File: src/hw/ros2_buf_pkg.sv
package ros2_buf_pkg;

    // ~~~~~~~~~~~~~~~~~~~~~~~~~~~~~~~~~~~~~~~~~~~~~~~~~~~~~~~~~~~~
    // Buffer geometry
    // ~~~~~~~~~~~~~~~~~~~~~~~~~~~~~~~~~~~~~~~~~~~~~~~~~~~~~~~~~~~~

    localparam int RXBUF_AWIDTH = 10;
    localparam int TXBUF_AWIDTH = 6;
    localparam int RX_SIZE_WIDTH = 16;

    localparam logic [RXBUF_AWIDTH-1:0] RX_SIZE_WORD_ADDR = 10'd1; // Size header slot

    // Size ranges shown on the LEDs
    localparam logic [RX_SIZE_WIDTH-1:0] LED_RED_MAX = 16'd10;
    localparam logic [RX_SIZE_WIDTH-1:0] LED_GREEN_MAX = 16'd20;

    // ~~~~~~~~~~~~~~~~~~~~~~~~~~~~~~~~~~~~~~~~~~~~~~~~~~~~~~~~~~~~
    // Transmit side
    // ~~~~~~~~~~~~~~~~~~~~~~~~~~~~~~~~~~~~~~~~~~~~~~~~~~~~~~~~~~~~

    localparam int TXBUF_REL_PERIOD = 32; // Board build wants ~2**27
    localparam int TXBUF_CNT_W = $clog2(TXBUF_REL_PERIOD);
    localparam int TXBUF_MSG_WORDS = 5;

    localparam logic [31:0] txbuf_msg [TXBUF_MSG_WORDS] = '{
        32'h0a01_a8c0, // Dest IP 192.168.1.10
        32'h0457_04d2, // Ports 1111 / 1234
        32'h0000_0007, // Length
        32'h626f_6f66, // "foob"
        32'h000a_7261  // "ar\n"
    };

    // ~~~~~~~~~~~~~~~~~~~~~~~~~~~~~~~~~~~~~~~~~~~~~~~~~~~~~~~~~~~~
    // Types
    // ~~~~~~~~~~~~~~~~~~~~~~~~~~~~~~~~~~~~~~~~~~~~~~~~~~~~~~~~~~~~

    typedef enum logic {
        OWNER_IP  = 1'b0,
        OWNER_CPU = 1'b1
    } owner_e;

    typedef enum logic [1:0] {
        GRANT_NONE = 2'b00,
        GRANT_IP   = 2'b01,
        GRANT_CPU  = 2'b10
    } app_grant_e;

    typedef struct packed {
        logic [RX_SIZE_WIDTH-1:0] rx_size; // Upper half
        logic [15:0]              rx_info;
    } rxbuf_hdr_t;

    // Payload word, or the size header at RX_SIZE_WORD_ADDR
    typedef union packed {
        logic [31:0] raw;
        rxbuf_hdr_t  hdr;
    } rxbuf_word_u;

    typedef struct packed {
        logic [RXBUF_AWIDTH-1:0] addr;
        logic                    we;
        rxbuf_word_u             wdata;
    } rxbuf_wr_t;

endpackage

File: src/hw/buf_owner_toggle.sv
`timescale 1ns/1ps

module buf_owner_toggle
    import ros2_buf_pkg::*;
#(
    parameter owner_e RESET_OWNER = OWNER_IP
) (
    input  logic clk,
    input  logic rst_n,
    input  logic ip_rel,
    input  logic cpu_rel,
    output logic ip_grant,
    output logic cpu_grant
);

    owner_e owner_q;

    // Only the current owner may hand the buffer over
    always_ff @(posedge clk) begin
        if (!rst_n) begin
            owner_q <= RESET_OWNER;
        end else begin
            case (owner_q)
                OWNER_IP: begin
                    if (ip_rel) owner_q <= OWNER_CPU;
                end
                OWNER_CPU: begin
                    if (cpu_rel) owner_q <= OWNER_IP;
                end
            endcase
        end
    end

    assign ip_grant  = (owner_q == OWNER_IP);
    assign cpu_grant = (owner_q == OWNER_CPU);

    // ~~~~~~~~~~~~~~~~~~~~~~~~~~~~~~~~~~~~~~~~~~~~~~~~~~~~~~~~~~~~
    // Checks
    // ~~~~~~~~~~~~~~~~~~~~~~~~~~~~~~~~~~~~~~~~~~~~~~~~~~~~~~~~~~~~

    a_grants_exclusive: assert property (
        @(posedge clk) disable iff (!rst_n)
        ip_grant != cpu_grant
    ) else $error("buf_owner_toggle: grants equal");

endmodule

File: src/hw/app_data_arbiter.sv
`timescale 1ns/1ps

module app_data_arbiter
    import ros2_buf_pkg::*;
(
    input  logic clk,
    input  logic rst_n,
    input  logic ip_req,
    input  logic ip_rel,
    input  logic cpu_req,
    input  logic cpu_rel,
    output logic ip_grant,
    output logic cpu_grant
);

    app_grant_e state_q;
    app_grant_e state_d;

    // ~~~~~~~~~~~~~~~~~~~~~~~~~~~~~~~~~~~~~~~~~~~~~~~~~~~~~~~~~~~~
    // Grant FSM
    // ~~~~~~~~~~~~~~~~~~~~~~~~~~~~~~~~~~~~~~~~~~~~~~~~~~~~~~~~~~~~

    always_comb begin
        state_d = state_q;
        case (state_q)
            GRANT_NONE: begin
                if (ip_req) begin
                    state_d = GRANT_IP; // IP wins a tie
                end else if (cpu_req) begin
                    state_d = GRANT_CPU;
                end
            end
            GRANT_IP: begin
                if (ip_rel) state_d = GRANT_NONE;
            end
            GRANT_CPU: begin
                if (cpu_rel) state_d = GRANT_NONE;
            end
            default: state_d = GRANT_NONE; // Unused code
        endcase
    end

    always_ff @(posedge clk) begin
        if (!rst_n) begin
            state_q <= GRANT_NONE;
        end else begin
            state_q <= state_d;
        end
    end

    assign ip_grant  = (state_q == GRANT_IP);
    assign cpu_grant = (state_q == GRANT_CPU);

    a_no_double_grant: assert property (
        @(posedge clk) disable iff (!rst_n)
        !(ip_grant && cpu_grant)
    ) else $error("app_data_arbiter: both grants high");

endmodule

File: src/hw/rxbuf_host_agent.sv
`timescale 1ns/1ps

module rxbuf_host_agent
    import ros2_buf_pkg::*;
(
    input  logic      clk,
    input  logic      rst_n,
    input  rxbuf_wr_t rxbuf_wr,
    input  logic      cpu_grant,
    output logic      cpu_rel,
    output logic      led_r,
    output logic      led_g,
    output logic      led_b
);

    logic [RX_SIZE_WIDTH-1:0] last_size_q;
    logic                     size_wr;

    // ~~~~~~~~~~~~~~~~~~~~~~~~~~~~~~~~~~~~~~~~~~~~~~~~~~~~~~~~~~~~
    // Buffer return
    // ~~~~~~~~~~~~~~~~~~~~~~~~~~~~~~~~~~~~~~~~~~~~~~~~~~~~~~~~~~~~

    // Host does nothing with the buffer, so give it straight back
    always_ff @(posedge clk) begin
        if (!rst_n) begin
            cpu_rel <= 1'b0;
        end else begin
            cpu_rel <= cpu_grant;
        end
    end

    // ~~~~~~~~~~~~~~~~~~~~~~~~~~~~~~~~~~~~~~~~~~~~~~~~~~~~~~~~~~~~
    // Size capture and LED decode
    // ~~~~~~~~~~~~~~~~~~~~~~~~~~~~~~~~~~~~~~~~~~~~~~~~~~~~~~~~~~~~

    assign size_wr = rxbuf_wr.we && (rxbuf_wr.addr == RX_SIZE_WORD_ADDR);

    always_ff @(posedge clk) begin
        if (!rst_n) begin
            last_size_q <= '0;
        end else if (size_wr) begin
            last_size_q <= rxbuf_wr.wdata.hdr.rx_size; // Header view of the word
        end
    end

    always_comb begin
        led_r = 1'b0;
        led_g = 1'b0;
        led_b = 1'b0;
        if (last_size_q == '0) begin
            // Nothing received yet
        end else if (last_size_q <= LED_RED_MAX) begin
            led_r = 1'b1;
        end else if (last_size_q <= LED_GREEN_MAX) begin
            led_g = 1'b1;
        end else begin
            led_b = 1'b1;
        end
    end

    a_led_onehot0: assert property (
        @(posedge clk) disable iff (!rst_n)
        $onehot0({led_r, led_g, led_b})
    ) else $error("rxbuf_host_agent: more than one LED lit");

endmodule

File: src/hw/txbuf_host_agent.sv
`timescale 1ns/1ps

module txbuf_host_agent
    import ros2_buf_pkg::*;
(
    input  logic                    clk,
    input  logic                    rst_n,
    input  logic [TXBUF_AWIDTH-1:0] txbuf_addr,
    output logic                    cpu_rel,
    output logic [31:0]             txbuf_rdata
);

    logic [TXBUF_CNT_W-1:0] rel_cnt_q;
    logic                   cnt_last;
    logic [31:0]            rdata_d;

    // ~~~~~~~~~~~~~~~~~~~~~~~~~~~~~~~~~~~~~~~~~~~~~~~~~~~~~~~~~~~~
    // Release period
    // ~~~~~~~~~~~~~~~~~~~~~~~~~~~~~~~~~~~~~~~~~~~~~~~~~~~~~~~~~~~~

    assign cnt_last = (rel_cnt_q == TXBUF_CNT_W'(TXBUF_REL_PERIOD - 1));

    // Free running, independent of who holds the buffer
    always_ff @(posedge clk) begin
        if (!rst_n) begin
            rel_cnt_q <= '0;
        end else if (cnt_last) begin
            rel_cnt_q <= '0;
        end else begin
            rel_cnt_q <= rel_cnt_q + 1'b1;
        end
    end

    assign cpu_rel = cnt_last; // One pulse per period

    // ~~~~~~~~~~~~~~~~~~~~~~~~~~~~~~~~~~~~~~~~~~~~~~~~~~~~~~~~~~~~
    // Message readout
    // ~~~~~~~~~~~~~~~~~~~~~~~~~~~~~~~~~~~~~~~~~~~~~~~~~~~~~~~~~~~~

    always_comb begin
        rdata_d = '0; // Past the table reads zero
        for (int i = 0; i < TXBUF_MSG_WORDS; i++) begin
            if (txbuf_addr == TXBUF_AWIDTH'(i)) begin
                rdata_d = txbuf_msg[i];
            end
        end
    end

    always_ff @(posedge clk) begin
        txbuf_rdata <= rdata_d;
    end

    a_rel_single_pulse: assert property (
        @(posedge clk) disable iff (!rst_n)
        cpu_rel |=> !cpu_rel
    ) else $error("txbuf_host_agent: cpu_rel held two cycles");

endmodule

File: src/hw/ros2_buf_host.sv
`timescale 1ns/1ps

module ros2_buf_host
    import ros2_buf_pkg::*;
(
    input  logic                    clk,
    input  logic                    rst_n,

    // Receive buffer, engine side
    input  rxbuf_wr_t               rxbuf_wr,
    input  logic                    rxbuf_ip_rel,
    output logic                    rxbuf_ip_grant,

    // Transmit buffer, engine side
    input  logic [TXBUF_AWIDTH-1:0] txbuf_addr,
    input  logic                    txbuf_ip_rel,
    output logic                    txbuf_ip_grant,
    output logic [31:0]             txbuf_rdata,

    // Application data block
    input  logic                    app_ip_req,
    input  logic                    app_ip_rel,
    input  logic                    app_cpu_req,
    input  logic                    app_cpu_rel,
    output logic                    app_ip_grant,
    output logic                    app_cpu_grant,

    output logic                    led_r,
    output logic                    led_g,
    output logic                    led_b
);

    logic rxbuf_cpu_grant;
    logic rxbuf_cpu_rel;
    logic txbuf_cpu_rel;

    // ~~~~~~~~~~~~~~~~~~~~~~~~~~~~~~~~~~~~~~~~~~~~~~~~~~~~~~~~~~~~
    // Ownership arbiters
    // ~~~~~~~~~~~~~~~~~~~~~~~~~~~~~~~~~~~~~~~~~~~~~~~~~~~~~~~~~~~~

    buf_owner_toggle #(
        .RESET_OWNER(OWNER_IP)
    ) u_rxbuf_owner (
        .clk       (clk),
        .rst_n     (rst_n),
        .ip_rel    (rxbuf_ip_rel),
        .cpu_rel   (rxbuf_cpu_rel),
        .ip_grant  (rxbuf_ip_grant),
        .cpu_grant (rxbuf_cpu_grant)
    );

    // Host owns it first and fills it from the table
    buf_owner_toggle #(
        .RESET_OWNER(OWNER_CPU)
    ) u_txbuf_owner (
        .clk       (clk),
        .rst_n     (rst_n),
        .ip_rel    (txbuf_ip_rel),
        .cpu_rel   (txbuf_cpu_rel),
        .ip_grant  (txbuf_ip_grant),
        .cpu_grant ()            // Agent releases on its own timer
    );

    app_data_arbiter u_app_arb (
        .clk       (clk),
        .rst_n     (rst_n),
        .ip_req    (app_ip_req),
        .ip_rel    (app_ip_rel),
        .cpu_req   (app_cpu_req),
        .cpu_rel   (app_cpu_rel),
        .ip_grant  (app_ip_grant),
        .cpu_grant (app_cpu_grant)
    );

    // ~~~~~~~~~~~~~~~~~~~~~~~~~~~~~~~~~~~~~~~~~~~~~~~~~~~~~~~~~~~~
    // Host agents
    // ~~~~~~~~~~~~~~~~~~~~~~~~~~~~~~~~~~~~~~~~~~~~~~~~~~~~~~~~~~~~

    rxbuf_host_agent u_rx_agent (
        .clk       (clk),
        .rst_n     (rst_n),
        .rxbuf_wr  (rxbuf_wr),
        .cpu_grant (rxbuf_cpu_grant),
        .cpu_rel   (rxbuf_cpu_rel),
        .led_r     (led_r),
        .led_g     (led_g),
        .led_b     (led_b)
    );

    txbuf_host_agent u_tx_agent (
        .clk         (clk),
        .rst_n       (rst_n),
        .txbuf_addr  (txbuf_addr),
        .cpu_rel     (txbuf_cpu_rel),
        .txbuf_rdata (txbuf_rdata)
    );

endmodule

File: config.mk
export PLATFORM = sky130hd
export DESIGN_NAME = ros2_buf_host
export DESIGN_NICKNAME = d
export VERILOG_FILES = /design/src/hw/ros2_buf_pkg.sv /design/src/hw/buf_owner_toggle.sv /design/src/hw/app_data_arbiter.sv /design/src/hw/rxbuf_host_agent.sv /design/src/hw/txbuf_host_agent.sv /design/src/hw/ros2_buf_host.sv
export SDC_FILE = /design/constraint.sdc
export NUM_CORES = 1
export LEC_CHECK = 0
export ABC_CLOCK_PERIOD_IN_PS = 3300
export BUFFER_PORTS_ARGS = -buffer_cell sky130_fd_sc_hd__buf_2
export CORE_AREA = 3 3 77 57
export CTS_CLUSTER_DIAMETER = 40
export DETAILED_ROUTE_END_ITERATION = 7
export DIE_AREA = 0 0 80 60
export HOLD_SLACK_MARGIN = 0.03
export PLACE_DENSITY = 0.81
export SLEW_MARGIN = 20
export SYNTH_ARGS = -nofsm -noshare
export SYNTH_HDL_FRONTEND = slang
export SYNTH_SLANG_ARGS = --single-unit
File: constraint.sdc
create_clock -name clk -period 3.3 [get_ports clk]
set_input_delay 0.99 -clock clk [delete_from_list [all_inputs] [get_ports clk]]
set_output_delay 0.99 -clock clk [all_outputs]
set_load 0.05 [all_outputs]
### Word level (Yosys, flattened, before mapping)

Cells that the tools add are included.

* add/subtract/negate cells: 1
* order comparisons: 2
* equality and inequality tests: 11
* mux-type cells: 23
* bitwise logic cells: 3
* reduce and logical (&&, ||, !) cells: 9

Operator list (count)
* two-way mux 28 bit: 3
* two-way mux 31 bit: 1
* <= comparator 16 x 4 -> 1 bit (second input constant): 1
* <= comparator 16 x 5 -> 1 bit (second input constant): 1
* zero test 16 bit: 1
* equality test 6 x 2 -> 1 bit (second input constant): 2
* two-way mux 1 bit: 12
* equality test 10 x 1 -> 1 bit (second input constant): 1
* two-way mux 2 bit: 4
* equality test 6 x 1 -> 1 bit (second input constant): 1
* equality test 6 x 3 -> 1 bit (second input constant): 1
* zero test 6 bit: 1
* case mux 2 bit (3 select lines): 1
* adder 5 x 1 -> 5 bit (second input constant): 1
* equality test 5 bit (second input constant): 1
* != test 2 bit (second input constant): 2
* case mux 1 bit (2 select lines): 2
* OR reduction 2 bit: 2
* OR reduction 4 bit: 1
* != test 3 bit (second input constant): 1
* NOT 1 bit: 3
* AND reduction 3 bit: 1
* OR reduction 3 bit: 1
* equality test 2 x 1 -> 1 bit (second input constant): 1
* 3 further kinds: 3

* bits in registers: 58
* word-level logic and storage cells: 59

### Depth between registers and ports, before layout

* depth after elaboration: 5
* depth in mapped cells: 6
* depth with buffers taken out: 6

### Cells and area by module

From an unflattened synthesis, not the netlist that was laid out.

* cells, all modules: 190
* area total of the unflattened synthesis: 1796.7 um^2

Modules (own cells, without submodules)
* txbuf_host_agent: instances 1, cells each 83, area an instance 823.3 um^2, sequential area each 400.4 um^2
* rxbuf_host_agent: instances 1, cells each 88, area an instance 777.0 um^2, sequential area each 340.3 um^2
* app_data_arbiter: instances 1, cells each 10, area an instance 98.8 um^2, sequential area each 40.0 um^2
* buf_owner_toggle at u_rxbuf_owner: instances 1, cells each 5, area an instance 55.1 um^2, sequential area each 20.0 um^2
* buf_owner_toggle at u_txbuf_owner: instances 1, cells each 4, area an instance 42.5 um^2, sequential area each 20.0 um^2

### Worst setup path before layout

No wires, ideal clock.

* path type: register to output
* from: register u_rx_agent.last_size_q[7]
* to: output led_r
* data arrival time: 1865 ps
* data required time: 2310 ps
* setup slack: 445 ps
* cell stages (with the launch flop): 4
* path buffers: 0
* cell sequence: dfxtp_1 > nor4_1 > nand3_1 > nor3b_1

* longest elaborated chain between the ends: 3

Ends and longest elaborated chain
* start: declaration: line rxbuf_host_agent.sv:16 `logic [RX_SIZE_WIDTH-1:0] last_size_q;`
* start signal: assignment: line rxbuf_host_agent.sv:42 `last_size_q <= rxbuf_wr.wdata.hdr.rx_size;`
* <= comparator 16 x 4 -> 1 bit: line rxbuf_host_agent.sv:52 `end else if (last_size_q <= LED_RED_MAX) begin`
* two-way mux 1 bit: line rxbuf_host_agent.sv:52
* two-way mux 1 bit *: line rxbuf_host_agent.sv:50 `if (last_size_q == '0) begin`
* end: declaration: line ros2_buf_host.sv:28 `output logic led_r,`

Mark *: on every way between the ends. The rest lies on a longest branch, timed or not.

### Worst setup path after layout

* from: register u_rx_agent.last_size_q[15]
* to: output led_g

* longest elaborated chain between the ends: 4

Ends and longest elaborated chain
* <= comparator 16 x 5 -> 1 bit: line rxbuf_host_agent.sv:54 `end else if (last_size_q <= LED_GREEN_MAX) begin`
* two-way mux 1 bit: line rxbuf_host_agent.sv:54
* two-way mux 1 bit: line rxbuf_host_agent.sv:52
* two-way mux 1 bit *: line rxbuf_host_agent.sv:50
* end: declaration: line ros2_buf_host.sv:29 `output logic led_g,`

Marks and branches as above.

==> metrics.txt <==
CP max FO=3; drt pass-1 iters=4; global-route usage over all layers=between 10% and 20%; reg2reg start=u_tx_agent.rel_cnt_q[0]; peak supply drop=a little under 300 uV; CTS Buf Count=5; final hold slack=458 ps; # clock sinks=41; final setup margin=730 ps; Slew @ Worst Pin=677 ps; Initial DRC Count=30; top-area cell type share of the netlist area=between 40% and 50%; share of cells above drive strength 1=33.2%; internal power=~680 uW; initial core utilization=46.6%; register area=821 sq um; CP startpoint kind=flip-flop; Ys Warns=0; die span in x=roughly 80 um; Final setup viols=0; Routed Antenna Nets=0; RR Endpoint=u_tx_agent.rel_cnt_q[2]; Post-synth EDFFs=0; pre-CTS setup slack=between 1000 and 1500 ps; Max H-tree Level=2; Worst-path clk slew=~80 ps; top_reg_cell synth=dfxtp_1; CP max stage delay=320 ps; Hold Crit Class=flip-flop to flip-flop; first-pass GRT wire length=approximately 5000 um; Hold Path Depth=2; PortBufs=74; die height=60 um; CP cell instances=nor4_1, nand3_1, nor3b_1, buf_2; initial antenna violation count=0; worst hold endpoint=u_rx_agent.last_size_q[13]; Final #Nets=308; synthesized area per cell=approximately 9 sq um; Synth area leader=dfxtp_1; Yosys reg bits=between 40 and 50; Logic pwr share=11.6%; DP Wirelength=2430 um; fraction of power spent switching nets=about a quarter; count of final max-slew check failures=0; DR DRC count=0; FF-to-FF path depth=5; fmax=389 MHz; Top-Level Pins=96; Seq/Total Area, Yosys=between 40% and 50%; Slew headroom=54.5%; area of the multi-input gates=659 sq um; R2R Setup Slk=1900 ps; Slowest-stage cell, CP=dfxtp_1; Cell Pwr Density=455 nW/um^2; post_cts resized=0; Tmin final=2570 ps; post-CTS setup buffers=0; synthesis-to-finish area growth=21.6%; Final Util=a little under three fifths; Detailed Route WL=3200 um; grt ovf=0; crit end category=output pin; cts hold-fix bufs=0; Worst-Skew Late Latency=280 ps; Net Switching=243 uW; largest net degree at the start of global routing=36; commonest non-fill, non-tap cells in the layout=buf_2, dfxtp_1, nand2_1; ys async rst share=0%; arrival time at the worst endpoint=1580 ps; Syn Std Cell Area=1680 sq um; synth unique cells=28; Via Count=1,311; max-cap violations=0; Vias/cell=4.37; leakage power=between 0.001 and 0.0015 uW; Syn Inst Count=around 190; RSZ-0062 raised after global routing=no; Reg power frac=55.0%; die area=4800 sq um; Hold Path Origin=u_rx_agent.last_size_q[13]; Placeable Area=3600 sq um; GPL Wtd Cong=0.751; fillers=340; vias in the first global route=1,210; Critical Path RT=2310 ps; routed length per instance=10.7 um; Fin Clk Skew=0.727 ps; Final Cycle Share=77.9%; leading cell type in the layout, fill and taps excluded=buf_2; final hold vios=0; clock root buffer=clkbuf_8; critical path class=flip-flop to output pin; TritonCTS clock tree=built; Clk pwr share=33.4%; ANT cells=0; row count=18; CTS max path bufs=2; setup_tns=0 ps; status=finished clean; top cells by area, synth=dfxtp_1, mux2i_1, nand2_1
## flip-flops by register name, indices dropped and copies added, names as in the netlist
| name | cells |
|---|---|
| u_rx_agent.last_size_q | 16 |
| u_app_arb.state_q | 2 |
| u_rx_agent.cpu_rel | 1 |
| u_tx_agent.rel_cnt_q | 5 |
| u_tx_agent.txbuf_rdata | 15 |
| u_rxbuf_owner.cpu_grant | 1 |
| u_txbuf_owner.cpu_grant | 1 |
## per-layer routing
| layer | track usage [%] | wire length, um |
|---|---|---|
| met2 | 23.0 | 1530 |
| met3 | 4.07 | 200 |
| met5 | 0 | 0 |
| met1 | 16.4 | 1450 |
| met4 | 4.34 | 17 |
## final cells by class
| type | count | area share [%] |
|---|---|---|
| repair buffers | 75 | 18.5 |
| inverters | 9 | 1.66 |
| multi-input cells | 117 | 32.3 |
| flip-flops and latches | 41 | 40.2 |
| well taps | 50 | 3.07 |
| clock buffers | 5 | 3.37 |
| clock inverters | 3 | 0.858 |
## how the worst max path moves through the flow
stage	cells past startpoint	slack (ps)	start	to
after detailed placement	4	1040	u_rx_agent.last_size_q[7]	led_g
final	4	730	u_rx_agent.last_size_q[15]	led_g
after CTS	4	720	u_rx_agent.last_size_q[7]	led_g
after global routing	4	560	u_rx_agent.last_size_q[15]	led_r
after floorplan	3	450	u_rx_agent.last_size_q[7]	led_r
after global placement	4	1060	u_rx_agent.last_size_q[15]	led_r
## synthesized netlist by cell type, drive strengths merged, types with 2 or more instances
cell type and count:
a21oi 3, and3 2, buf 20, clkbuf 4, dfxtp 41, ha 2, inv 9, mux2i 16
nand2 39, nand2b 4, nand3 4, nor2 14, nor2b 4, nor3 5, nor3b 2, nor4 4
nor4b 2, o21ai 4, xor2 2
## kinds of logic after synthesis
| kind of cell | after synthesis | share of synthesized area [%] |
|---|---|---|
| xor gates and xnor gates | 3 | 1.57 |
| AOI/OAI and AO/OA | 10 | 3.51 |
| buffers and inverters | 33 | 12.7 |
| and+or+nand+nor | 81 | 22.1 |
| adders and majority gates | 2 | 1.49 |
| other | 1 | 0.223 |
| DFF | 41 | 48.9 |
| muxes | 16 | 9.54 |
## metrics by stage
step	cell area (sq um)	total power, uW	std cells
floorplan	1690	600	191
global placement	1950	628	292
detailed placement	1950	630	292
CTS	2040	937	300
global route	2040	969	300
finish	2040	928	300
## power groups by stage
stage	sequential, uW	clock [uW]	combinational (uW)
detailed placement	522	0	108
finish	510	310	108
CTS	510	318	108
floorplan	533	0	67.1
global route	512	339	117
global placement	522	0	107
## critical path, delay by kind of cell (launching register included)
kind / cells / cell delay, ps
simple gates: 3 / 670
flops: 1 / 320
buf+inv: 1 / 300
(Power assumes the default switching activity.)
